--- config.mk ---
export PLATFORM = sky130hd
export DESIGN_NAME = inp_top
export DESIGN_NICKNAME = d
export VERILOG_FILES = /design/src/inp_pkg.sv /design/src/inp_bus_if.sv /design/src/inp_top.sv /design/src/inp_joy_map.sv /design/src/inp_pause_fsm.sv /design/src/inp_frame_timer.sv /design/src/inp_sync.sv
export VERILOG_INCLUDE_DIRS = /design/src
export SDC_FILE = /design/constraint.sdc
export NUM_CORES = 1
export LEC_CHECK = 0
export BUFFER_PORTS_ARGS = -buffer_cell sky130_fd_sc_hd__buf_2
export CAP_MARGIN = 40
export CORE_MARGIN = 2
export CORE_UTILIZATION = 57
export DETAILED_ROUTE_END_ITERATION = 12
export GPL_TIMING_DRIVEN = 0
export PLACE_DENSITY_LB_ADDON = 0.15
export SLEW_MARGIN = 20
export SYNTH_ARGS = -nofsm -noshare
export SYNTH_HDL_FRONTEND = slang
export SYNTH_SLANG_ARGS = --single-unit
--- constraint.sdc ---
create_clock -name clk -period 4.4 [get_ports clk]
set_input_delay 0.22 -clock clk [delete_from_list [all_inputs] [get_ports clk]]
set_output_delay 0.22 -clock clk [all_outputs]
set_load 0.1 [all_outputs]
--- src/inp_config.svh ---
// build-time settings for the input block, included by the package and the RTL modules
`ifndef INP_CONFIG_SVH
`define INP_CONFIG_SVH

// game side wants active-low controls when set
`define INP_ACTIVE_LOW 1'b1

// live buttons per player, the rest are spares
`define INP_BUTTONS 2

// autofire frame counter width
`define INP_FIRE_BITS 3

`endif
--- src/inp_pkg.sv ---
// shared joystick, system-key and pause-state types, imported by the input block modules
`default_nettype none

`include "inp_config.svh"

package inp_pkg;

    localparam int JOY_BITS = 10;

    // direction and button bit positions inside joy_t
    localparam int JOY_RIGHT = 0;
    localparam int JOY_LEFT  = 1;
    localparam int JOY_DOWN  = 2;
    localparam int JOY_UP    = 3;
    localparam int JOY_B0    = 4;

    // highest live button bit, spares sit above it
    localparam int JOY_BTN_LAST = JOY_B0 + `INP_BUTTONS - 1;

    // one player, active high inside the design
    typedef logic [JOY_BITS-1:0] joy_t;

    typedef struct packed {
        joy_t p1;
        joy_t p2;
    } joy_pair_t;

    // system keys, coin and start are per player
    typedef struct packed {
        logic [1:0] coin;
        logic [1:0] start;
        logic       service;
        logic       tilt;
        logic       pause;
        logic       reset;
    } sys_t;

    typedef enum logic [1:0] {
        RUN    = 2'd0,
        PAUSED = 2'd1,
        STEP   = 2'd2     // running until the next blank ends
    } pause_state_t;

endpackage

`default_nettype wire

--- src/inp_bus_if.sv ---
// bundle of synchronized player and system inputs passed between the input block modules
`timescale 1ns/1ps
`default_nettype none

interface inp_bus_if import inp_pkg::*; ();

    joy_pair_t joy;         // both players, merged board and keyboard
    sys_t      sys;         // coin, start and the control keys
    logic      osd_pause;   // menu open on the on-screen display
    logic      vs_s;        // vertical sync after the synchronizer

    // driven from the synchronizer outputs
    modport source (
        output joy,
        output sys,
        output osd_pause,
        output vs_s
    );

    // read by the timer and the pause machine
    modport sink (
        input joy,
        input sys,
        input osd_pause,
        input vs_s
    );

endinterface

`default_nettype wire

--- src/inp_top.sv ---
// input block top, from board and keyboard controls to the game-side signals
`timescale 1ns/1ps
`default_nettype none

module inp_top import inp_pkg::*; (
    input  wire logic       clk,
    input  wire logic       rst,
    input  wire logic       vs,
    input  wire logic       rot_control,
    input  wire logic       rot_ccw,
    input  wire logic       autofire_en,
    input  wire logic       en_4way,
    input  wire logic [9:0] board_joy1,
    input  wire logic [9:0] board_joy2,
    input  wire logic [9:0] key_joy1,
    input  wire logic [9:0] key_joy2,
    input  wire logic [1:0] board_coin,
    input  wire logic [1:0] board_start,
    input  wire logic [1:0] key_coin,
    input  wire logic [1:0] key_start,
    input  wire logic       key_service,
    input  wire logic       key_tilt,
    input  wire logic       key_pause,
    input  wire logic       key_reset,
    input  wire logic       osd_pause,
    output logic      [9:0] game_joy1,
    output logic      [9:0] game_joy2,
    output logic      [1:0] game_coin,
    output logic      [1:0] game_start,
    output logic            game_service,
    output logic            game_tilt,
    output logic            game_pause,
    output logic            soft_rst
);

    inp_bus_if bus();

    logic       vbl_in, vbl_out;
    logic       autofire;
    logic [1:0] misc_s;     // osd_pause and vs after the synchronizer

    inp_sync #(.T(joy_pair_t)) u_sync_joy (
        .clk   ( clk                                    ),
        .rst   ( rst                                    ),
        .board ( joy_pair_t'({board_joy1, board_joy2})  ),
        .key   ( joy_pair_t'({key_joy1, key_joy2})      ),
        .sync  ( bus.joy                                )
    );

    // service, tilt, pause and reset only come from the keyboard
    inp_sync #(.T(sys_t)) u_sync_sys (
        .clk   ( clk                                              ),
        .rst   ( rst                                              ),
        .board ( sys_t'({board_coin, board_start, 4'b0000})       ),
        .key   ( sys_t'({key_coin, key_start, key_service,
                         key_tilt, key_pause, key_reset})         ),
        .sync  ( bus.sys                                          )
    );

    inp_sync #(.T(logic [1:0])) u_sync_misc (
        .clk   ( clk               ),
        .rst   ( rst               ),
        .board ( 2'b00             ),
        .key   ( {osd_pause, vs}   ),
        .sync  ( misc_s            )
    );

    assign bus.osd_pause = misc_s[1];
    assign bus.vs_s      = misc_s[0];

    inp_frame_timer u_frame_timer (
        .clk         ( clk         ),
        .rst         ( rst         ),
        .autofire_en ( autofire_en ),
        .bus         ( bus         ),
        .vbl_in      ( vbl_in      ),
        .vbl_out     ( vbl_out     ),
        .autofire    ( autofire    )
    );

    inp_pause_fsm u_pause_fsm (
        .clk          ( clk          ),
        .rst          ( rst          ),
        .vbl_out      ( vbl_out      ),
        .bus          ( bus          ),
        .game_pause   ( game_pause   ),
        .soft_rst     ( soft_rst     ),
        .game_service ( game_service ),
        .game_tilt    ( game_tilt    ),
        .game_coin    ( game_coin    ),
        .game_start   ( game_start   )
    );

    inp_joy_map u_map_1p (
        .clk         ( clk         ),
        .rst         ( rst         ),
        .en_4way     ( en_4way     ),
        .rot_control ( rot_control ),
        .rot_ccw     ( rot_ccw     ),
        .autofire    ( autofire    ),
        .joy_in      ( bus.joy.p1  ),
        .game_joy    ( game_joy1   )
    );

    inp_joy_map u_map_2p (
        .clk         ( clk         ),
        .rst         ( rst         ),
        .en_4way     ( en_4way     ),
        .rot_control ( rot_control ),
        .rot_ccw     ( rot_ccw     ),
        .autofire    ( autofire    ),
        .joy_in      ( bus.joy.p2  ),
        .game_joy    ( game_joy2   )
    );

endmodule

`default_nettype wire

--- src/inp_joy_map.sv ---
// one player's joystick path from the synchronized inputs to the game-side port
`timescale 1ns/1ps
`default_nettype none

`include "inp_config.svh"

module inp_joy_map import inp_pkg::*; (
    input  wire logic  clk,
    input  wire logic  rst,
    input  wire logic  en_4way,
    input  wire logic  rot_control,
    input  wire logic  rot_ccw,
    input  wire logic  autofire,
    input  wire joy_t  joy_in,
    output logic [9:0] game_joy
);

    logic [3:0]              dirs;       // raw directions
    logic [3:0]              last_dir;   // last single direction seen
    logic [3:0]              dir_4w;     // after the 4-way filter
    logic [3:0]              dir_rot;
    logic [3:0]              dir_out;
    logic [`INP_BUTTONS-1:0] live_btn;
    joy_t                    mapped;

    assign dirs = joy_in[JOY_UP:JOY_RIGHT];

    always_ff @(posedge clk or posedge rst) begin
        if (rst) begin
            last_dir <= '0;
        end else if ($onehot(dirs)) begin
            last_dir <= dirs;
        end
    end

    // diagonals keep the previous direction on 4-way games
    assign dir_4w = (en_4way && !$onehot0(dirs)) ? last_dir : dirs;

    always_comb begin
        dir_rot = dir_4w;
        if (rot_control) begin
            if (rot_ccw) begin
                dir_rot[JOY_UP]    = dir_4w[JOY_RIGHT];
                dir_rot[JOY_DOWN]  = dir_4w[JOY_LEFT];
                dir_rot[JOY_LEFT]  = dir_4w[JOY_UP];
                dir_rot[JOY_RIGHT] = dir_4w[JOY_DOWN];
            end else begin
                dir_rot[JOY_UP]    = dir_4w[JOY_LEFT];
                dir_rot[JOY_DOWN]  = dir_4w[JOY_RIGHT];
                dir_rot[JOY_LEFT]  = dir_4w[JOY_DOWN];
                dir_rot[JOY_RIGHT] = dir_4w[JOY_UP];
            end
        end
    end

    always_comb begin
        dir_out = dir_rot;
        if (dir_rot[JOY_UP] && dir_rot[JOY_DOWN]) dir_out[JOY_UP] = 1'b0;       // down wins
        if (dir_rot[JOY_LEFT] && dir_rot[JOY_RIGHT]) dir_out[JOY_LEFT] = 1'b0;  // right wins
    end

    always_comb begin
        live_btn    = joy_in[JOY_BTN_LAST:JOY_B0];
        live_btn[0] = joy_in[JOY_B0] & autofire;    // gated by frame count
        mapped      = {joy_in[JOY_BITS-1:JOY_BTN_LAST+1], live_btn, dir_out};
    end

    always_ff @(posedge clk or posedge rst) begin
        if (rst) begin
            game_joy <= {JOY_BITS{`INP_ACTIVE_LOW}};
        end else begin
            game_joy <= {JOY_BITS{`INP_ACTIVE_LOW}} ^ mapped;
        end
    end

endmodule

`default_nettype wire

--- src/inp_pause_fsm.sv ---
// pause state machine with menu override and frame stepping, plus system-key outputs
`timescale 1ns/1ps
`default_nettype none

`include "inp_config.svh"

module inp_pause_fsm import inp_pkg::*; (
    input  wire logic  clk,
    input  wire logic  rst,
    input  wire logic  vbl_out,
    inp_bus_if.sink    bus,
    output logic       game_pause,
    output logic       soft_rst,
    output logic       game_service,
    output logic       game_tilt,
    output logic [1:0] game_coin,
    output logic [1:0] game_start
);

    pause_state_t state, state_nx;

    logic pause_l, service_l, reset_l, osd_l;   // previous levels
    logic pause_up, service_up, reset_up;       // registered rising edges
    logic osd_chg;                              // menu opened or closed

    always_ff @(posedge clk or posedge rst) begin
        if (rst) begin
            pause_l    <= 1'b0;
            service_l  <= 1'b0;
            reset_l    <= 1'b0;
            osd_l      <= 1'b0;
            pause_up   <= 1'b0;
            service_up <= 1'b0;
            reset_up   <= 1'b0;
            osd_chg    <= 1'b0;
        end else begin
            pause_l    <= bus.sys.pause;
            service_l  <= bus.sys.service;
            reset_l    <= bus.sys.reset;
            osd_l      <= bus.osd_pause;
            pause_up   <= bus.sys.pause & ~pause_l;
            service_up <= bus.sys.service & ~service_l;
            reset_up   <= bus.sys.reset & ~reset_l;
            osd_chg    <= bus.osd_pause ^ osd_l;
        end
    end

    always_comb begin
        state_nx = state;
        case (state)
            RUN:     if (pause_up) state_nx = PAUSED;
            PAUSED: begin
                if (pause_up) begin
                    state_nx = RUN;
                end else if (service_up) begin
                    state_nx = STEP;    // let one frame through
                end
            end
            STEP:    if (vbl_out) state_nx = PAUSED;
            default: state_nx = RUN;
        endcase
        // the menu wins over the keys
        if (osd_chg) state_nx = osd_l ? PAUSED : RUN;
    end

    always_ff @(posedge clk or posedge rst) begin
        if (rst) begin
            state        <= RUN;
            soft_rst     <= 1'b0;
            game_coin    <= {2{`INP_ACTIVE_LOW}};
            game_start   <= {2{`INP_ACTIVE_LOW}};
            game_service <= `INP_ACTIVE_LOW;
            game_tilt    <= `INP_ACTIVE_LOW;
        end else begin
            state        <= state_nx;
            soft_rst     <= reset_up;   // one cycle per press
            game_coin    <= {2{`INP_ACTIVE_LOW}} ^ bus.sys.coin;
            game_start   <= {2{`INP_ACTIVE_LOW}} ^ bus.sys.start;
            game_service <= `INP_ACTIVE_LOW ^ bus.sys.service;
            game_tilt    <= `INP_ACTIVE_LOW ^ bus.sys.tilt;
        end
    end

    assign game_pause = (state == PAUSED);  // STEP runs the game

endmodule

`default_nettype wire

--- src/inp_frame_timer.sv ---
// vertical sync edge pulses and the frame-locked autofire gate for button 0
`timescale 1ns/1ps
`default_nettype none

`include "inp_config.svh"

module inp_frame_timer (
    input  wire logic clk,
    input  wire logic rst,
    input  wire logic autofire_en,
    inp_bus_if.sink   bus,
    output logic      vbl_in,
    output logic      vbl_out,
    output logic      autofire
);

    logic                      vs_l;       // vs_s one cycle back
    logic [`INP_FIRE_BITS-1:0] fire_cnt;   // frames seen, wraps

    always_ff @(posedge clk or posedge rst) begin
        if (rst) begin
            vs_l    <= 1'b0;
            vbl_in  <= 1'b0;
            vbl_out <= 1'b0;
        end else begin
            vs_l    <= bus.vs_s;
            vbl_in  <= bus.vs_s & ~vs_l;    // blank starts
            vbl_out <= ~bus.vs_s & vs_l;    // blank ends
        end
    end

    always_ff @(posedge clk or posedge rst) begin
        if (rst) begin
            fire_cnt <= '0;
        end else if (vbl_in) begin
            fire_cnt <= fire_cnt + 1'b1;
        end
    end

    // open for the top two counts only, so two frames in eight
    assign autofire = !autofire_en || (&fire_cnt[`INP_FIRE_BITS-1:1]);

endmodule

`default_nettype wire

--- src/inp_sync.sv ---
// merges board and keyboard copies of one payload and brings it into the clk domain
`timescale 1ns/1ps
`default_nettype none

module inp_sync import inp_pkg::*; #(
    parameter type T = joy_pair_t
) (
    input  wire logic clk,
    input  wire logic rst,
    input  wire T     board,
    input  wire T     key,
    output T          sync
);

    T meta;     // first stage, may go metastable

    always_ff @(posedge clk or posedge rst) begin
        if (rst) begin
            meta <= '0;
            sync <= '0;
        end else begin
            meta <= board | key;    // either source presses the control
            sync <= meta;
        end
    end

endmodule

`default_nettype wire

==> run metrics, run 1 <==
worst path cell trace=ha_1, ha_1, inv_1, fa_1, a21boi_2, buf_6, mux4_2, a21oi_1; FF-to-FF path depth=8; Tmin final=2538 ps; critical path capture point type=register; # IOs=88; hold path cells=2; routed vias/inst=4.832; # setup viols final=0; critical path data required time=4700 ps; Pre-antenna DRT Iters=4; gp weighted congestion=0.7606; Final Hold Vio Count=0; layout cells sized above 1=48.24%; post-DR wirelength/cell=12.17 um; final wirelength=5428 um; yosys warns=0; critical path fanouts, max=10; r2r endpoint=u_map_1p.game_joy[0]; status=finished clean; Gate Count Post-Synth=258; final net count=433; drt drc=0; WP buf/inv=2; largest net degree at the start of global routing=75; reg2reg setup slack=1860 ps; Pleak=2.201 nW; Total GRT Usage=16.91%; CTS clk-pin slew, worst paths=110 ps; post-DP HPWL=3689 um; post-CTS setup buffer count=0; net count after synthesis=327; area delta synth->final=21.75%; port buffer count=87; cell area after synthesis=0.003860 mm2; WP data arrival=2830 ps; antenna violations before repair=0; CP Launch Type=register; VDD IR max=0.3089 mV; Final Power=2.353 mW; Layout Skew=7.972 ps; Hold Path End=u_sync_joy.meta[17]; clk_lat worst skew=360 ps; slew of the pin with the lowest slew margin=503.4 ps; Slew HR=66.67%; register area share after synthesis=72.80%; RSZ-0062 raised after global routing=no; post-synth cell types=27; total gr overflow=0; pwr/cell area=500.6 mW/mm2; Final ANT Viol Nets=0; fin crit share=57.68%; Max Cap Viol=0; reg-to-reg critical path startpoint=u_sync_joy.sync[12]; Initial Utilization=59.76%; first-pass GRT wire length=9508 um; H-tree depth=3; die height=86.29 um; Crit Path Category=register to register; largest delay contributor family on the critical path=adder cells; Hold/Removal Path Class=input port to register; Max Fclk=394.0 MHz; Max Transition Viols Final=0; CTS tree=built; CTS buffer count=9; Core Rows=29; die width=86.29 um; largest cells by area after synthesis=dfrtp_1 55%, dfstp_2 18%, or2_2 3.9%, mux2_2 3.8%, inv_1 2.3%; clk buf depth=2; synthesized area per cell=14.96 um2; #FFs+latches synth=111; First DRT Iteration DRCs=84; Critical Path Slowest Stage Cell=mux4_2; worst hold slack=29.67 ps; launch point of the worst hold path=board_joy1[7]; Core Area=0.006459 mm2; via count=2,155; cell repeated most along the worst path=ha_1; Root Driver=clkbuf_8; TritonCTS Sinks=111; Critical Path Max Stage Delay=510 ps; Yosys top cell by area=dfrtp_1; Synth top area share=55.11%; ant diodes=0; vias in the first global route=2,115; final setup TNS=0 ps; die footprint=0.007446 mm2
[per-stage QoR]
stage	utilization, %	setup WS [ps]	instances	area (um2)
floorplan	-	1292	258	3860
global placement	68.00	331.2	422	4392
detailed placement	68.50	1899	423	4424
CTS	72.76	1843	446	4700
global route	72.76	1744	446	4700
finish	72.76	1862	446	4700
[worst max-delay path by stage]
stage | start | depth (start not counted) | to
floorplan | rst | 1 | u_frame_timer.fire_cnt[0]
global placement | rst | 2 | u_sync_joy.sync[14]
detailed placement | u_sync_joy.sync[0] | 8 | u_map_2p.game_joy[2]
CTS | u_sync_joy.sync[0] | 8 | u_map_2p.game_joy[2]
global route | u_sync_joy.sync[0] | 8 | u_map_2p.game_joy[2]
finish | u_sync_joy.sync[12] | 8 | u_map_1p.game_joy[0]
[synthesized netlist by cell type]
cell,instances
nand3_1,3
mux4_2,2
or3b_2,4
dfstp_2,26
mux2i_1,8
dfrtp_1,85
inv_1,24
nor2b_1,14
xnor2_1,1
xor2_1,2
o21ai_0,2
nand3b_1,5
nor2_1,10
a21boi_2,2
a2bb2oi_1,1
a32oi_1,1
nand2_1,7
fa_1,2
or2_2,24
o211ai_1,1
mux2_2,13
a21oi_1,6
o22ai_1,4
nand2b_1,1
buf_6,2
ha_1,7
clkbuf_1,1
[timing repair]
action | 4_1_cts | 5_1_grt
hold buffers | 7 | 0
gates resized for setup | 0 | 0
hold endpoints to repair | 36 | 0
[power by group]
part	switching (mW)	internal (mW)	total, mW	leakage (nW)
combinational	0.357	0.172	0.529	0.899
clock	0.368	0.230	0.599	0.104
sequential	0.0694	1.16	1.22	1.20
total	0.795	1.56	2.35	2.20
[placed cells by master, fill, tap and decap left out]
| cell | count |
|---|---|
| nand3_1 | 3 |
| o22ai_1 | 4 |
| a32oi_1 | 1 |
| or3b_2 | 4 |
| xor2_1 | 2 |
| clkinv_8 | 1 |
| nand2b_1 | 1 |
| nand2_1 | 7 |
| mux2i_1 | 8 |
| a2bb2oi_1 | 1 |
| mux4_2 | 2 |
| fa_1 | 2 |
| nor2b_1 | 14 |
| clkbuf_1 | 1 |
| inv_12 | 1 |
| inv_8 | 2 |
| inv_6 | 2 |
| or2_2 | 24 |
| clkinv_4 | 2 |
| a21boi_2 | 2 |
| xnor2_1 | 1 |
| inv_1 | 23 |
| o211ai_1 | 1 |
| o21ai_0 | 2 |
| buf_2 | 87 |
| nand3b_1 | 5 |
| a21oi_1 | 6 |
| nor2_1 | 10 |
| dfrtp_1 | 85 |
| dlygate4sd3_1 | 7 |
| buf_6 | 2 |
| buf_16 | 1 |
| dfstp_2 | 26 |
| clkbuf_8 | 9 |
| ha_1 | 7 |
| mux2_2 | 13 |
[cell families (layout without fill, tap and decap cells)]
kind of cell	after synthesis	count (layout)	share of synthesized area [%]
AOI/OAI and AO/OA	17	17	2.917
buffers and inverters	27	138	3.015
and+or+nand+nor	68	68	10.24
DFF	111	111	72.80
muxes	23	23	7.034
adders and majority gates	9	9	3.306
xor gates and xnor gates	3	3	0.6808
[area by class of cell]
cell class	count	area, um2
clock inverters	7	81.33
flip-flops and latches	111	2810
inverters	24	95.09
clock buffers	9	123.9
plain buffers	3	26.28
well taps	77	96.34
repair buffers	95	533.0
fillers	412	1759
multi-input cells	120	933.4
[sequential cells by signal, indices dropped and copies added (netlist names), 3 cells and up]
signal                  flops
u_sync_sys.sync             8
u_map_1p.game_joy          10
u_map_1p.last_dir           4
u_map_2p.game_joy          10
u_frame_timer.fire_cnt      3
u_map_2p.last_dir           4
u_sync_joy.sync            20
u_sync_sys.meta             8
u_sync_joy.meta            20
[layer usage]
layer,routed length (um),GRT usage [%]
met5,0,0
met4,102,6.960
met3,389,6.476
met2,2564,25.58
met1,2372,22.36
Power figures use the tool's default switching activity.
==> run 2, diff against run 1 <==
--- a/config.mk
+++ b/config.mk
@@ -9,7 +9,7 @@
 export BUFFER_PORTS_ARGS = -buffer_cell sky130_fd_sc_hd__buf_2
 export CAP_MARGIN = 40
 export CORE_MARGIN = 2
-export CORE_UTILIZATION = 57
+export CORE_UTILIZATION = 48
 export DETAILED_ROUTE_END_ITERATION = 12
 export GPL_TIMING_DRIVEN = 0
 export PLACE_DENSITY_LB_ADDON = 0.15
==> constraint.sdc (replaced) <==
create_clock -name clk -period 2.15 [get_ports clk]
set_input_delay 0.1075 -clock clk [delete_from_list [all_inputs] [get_ports clk]]
set_output_delay 0.1075 -clock clk [all_outputs]
set_load 0.1 [all_outputs]
==> run 2 against run 1 <==
The run now ends with setup timing left. Die area is 18% higher. Worst setup slack got worse by 2100 ps. Count of clock-buffer cells in the layout rose by 1. Power up 110%. Clock skew is 1.9 ps higher. Sequential share of layout area decreased by 9.0 points. Flip-flop and latch count is the same. Non-clock buffer count grew 70. Combinational power is 150% higher. Final area increased by 18%. Routed wire length is 25% higher. Clock power up 87%. Critical endpoint is now u_map_2p.game_joy[2].
==> run metrics, run 2 (same netlist as run 1, synthesis figures left out) <==
cell repeated most along the worst path=ha_4; non-filler cells, final=541 (+21%); die width=93.68 um (+8.6%); pwr/cell area=895.5 mW/mm2 (+79%); gp weighted congestion=0.7520 (-1.1%); clk buf depth=2 (unchanged); violated checks=setup timing; largest delay contributor family on the critical path=adder cells; RSZ-0062 raised after global routing=yes; final net count=503 (+16%); Max Fclk=418.4 MHz (+6.2%); post-DP HPWL=3960 um (+7.3%); slew of the pin with the lowest slew margin=505.1 ps (+1.657 ps); post-DR wirelength/cell=12.59 um (+3.4%); critical path data required time=2440 ps (-2260 ps); reg2reg setup slack=-240 ps (-2100 ps); Initial Utilization=49.69% (-10 points); port buffer count=87 (unchanged); # setup viols final=12 (+12); vias in the first global route=2,734 (+29%); status=finished, violations left; routed vias/inst=4.558 (-5.7%); largest registers in the final layout=u_sync_joy.meta (20), u_sync_joy.sync (20); Max Cap Viol=0 (unchanged); die footprint=0.008775 mm2 (+18%); Hold/Removal Path Class=input port to register; Core Area=0.007767 mm2 (+20%); worst path cell trace=ha_4, ha_4, inv_2, fa_1, a21boi_2, buf_6, mux4_2, a21oi_2; Final WS setup=-240.2 ps (-2102 ps); Post-DP Area=0.004508 mm2 (+1.9%); WP buf/inv=2 (unchanged); Max Transition Viols Final=0 (unchanged); Final Power=4.953 mW (+110%); Total GRT Usage=17.58% (+0.67 points); First DRT Iteration DRCs=52 (-38%); clk_lat worst skew=350 ps (about the same); fin crit share=111.2% (+53 points); CP Launch Type=register; first-pass GRT wire length=11,890 um (+25%); VDD IR max=0.4382 mV (+42%); CTS tree=built; Core Rows=32 (+10%); Pre-antenna DRT Iters=4 (unchanged); Placed Cells=450 (+6.4%); Critical Path Max Stage Delay=510 ps (about the same); CTS buffer count=9 (unchanged); Pleak=2.486 nW (+13%); Slew HR=66.56% (-0.11 points); commonest cells after routing, fill and taps aside=87 x buf_2, 84 x dfrtp_1, 56 x dlygate4sd3_1; critical path capture point type=register; layout cells sized above 1=50.34% (+2.1 points); Final ANT Viol Nets=0 (unchanged); final setup TNS=-1497 ps (-1497 ps); fill count=537 (+30%); post-route cell area=0.005532 mm2 (+18%); critical path fanouts, max=8 (-2); ant diodes=0 (unchanged); Root Driver=clkbuf_8; area delta synth->final=43.31%; Layout Skew=9.899 ps (+1.927 ps); final wirelength=6809 um (+25%); die height=93.68 um (+8.6%); antenna violations before repair=0 (unchanged); WP data arrival=2680 ps (-150 ps); Critical Path Slowest Stage Cell=mux4_2; commonest non-fill, non-tap cell in the layout=buf_2; CTS clk-pin slew, worst paths=100 ps (about the same); # IOs=88 (unchanged); drt drc=0 (unchanged); Tmin final=2390 ps (-147.5 ps); via count=2,466 (+14%); total gr overflow=0 (unchanged); Final Hold Vio Count=0 (unchanged); H-tree depth=3 (unchanged); Crit Path Category=register to register; largest net degree at the start of global routing=36 (-52%); TritonCTS Sinks=111 (unchanged)
==> run 2: cell types whose count changed in the layout (fill, tap and decap cells not counted), moves of 3 or more <==
cell           delta
a21oi_1           -6
a21oi_2           +6
buf_12            +3
buf_4            +15
buf_6             +4
dlygate4sd3_1    +49
ha_1              -4
ha_4              +3
mux2_2            -3
mux2_4            +3
mux2i_1           -6
mux2i_2           +4
or3b_2            -4
or3b_4            +4
==> run 2: final cells by class <==
cell class / count / area (um2) / share of cell area [%]
buffer: 3 / 26.28 / 0.4750
clock buffer: 10 / 127.6 / 2.307
clock inverter: 6 / 56.30 / 1.018
inverter: 24 / 93.84 / 1.696
multi-input combinational: 120 / 1075 / 19.43
sequential: 111 / 2811 / 50.83
tap: 102 / 127.6 / 2.307
timing repair buffer: 165 / 1214 / 21.94
==> run 2: repair_timing <==
action / 4_1_cts / 5_1_grt
pin swaps: 15 / 10
hold buffers: 56 / 0
gates resized for setup: 18 / 12
setup buffers: 16 / 4
endpoints found under the setup margin: 8 / 12
hold endpoints to repair: 45 / 0
==> run 2: stage by stage <==
step / utilization [%] / hold WS [ps] / setup WS (ps)
floorplan: - / 138.9 / -163.4
global placement: 57.26 / 216.8 / -260.1
detailed placement: 58.04 / 116.6 / -293.2
CTS: 70.28 / 51.19 / -242.5
global route: 71.21 / 77.22 / -330.5
finish: 71.21 / 70.62 / -240.2
==> run 2: final timing paths <==
path,startpoint,end,depth (start not counted)
max,u_sync_joy.sync[3],u_map_2p.game_joy[2],8
min,rot_ccw,u_map_2p.game_joy[0],3
max reg2reg,u_sync_joy.sync[3],u_map_2p.game_joy[2],8
min reg2reg,u_sync_joy.meta[3],u_sync_joy.sync[3],0
max in group asynchronous,rst,u_pause_fsm.game_service,5
min in group asynchronous,rst,u_sync_sys.meta[6],3
==> run 2: power breakdown <==
part,internal (mW),switching (mW),leakage [nW]
combinational,0.520,0.802,1.20
clock,0.440,0.683,0.0936
sequential,2.36,0.143,1.20
total,3.33,1.63,2.49
==> run 2: per-layer routing <==
| layer | global-route usage, % | up-vias | wire length [um] |
|---|---|---|---|
| met2 | 30.28 | 73 | 3453 |
| met1 | 21.06 | 1198 | 2784 |
| li1 | - | 1185 | - |
| met5 | 0 | - | 0 |
| met3 | 4.575 | 10 | 437 |
| met4 | 7.367 | 0 | 133 |
==> run 2: worst reg2reg max path, cell delays in order (launching register included) <==
cell and delay, ps:
dfrtp_1 430, ha_4 290, ha_4 120, inv_2 30
fa_1 480, a21boi_2 160, buf_6 160, mux4_2 510
a21oi_2 140
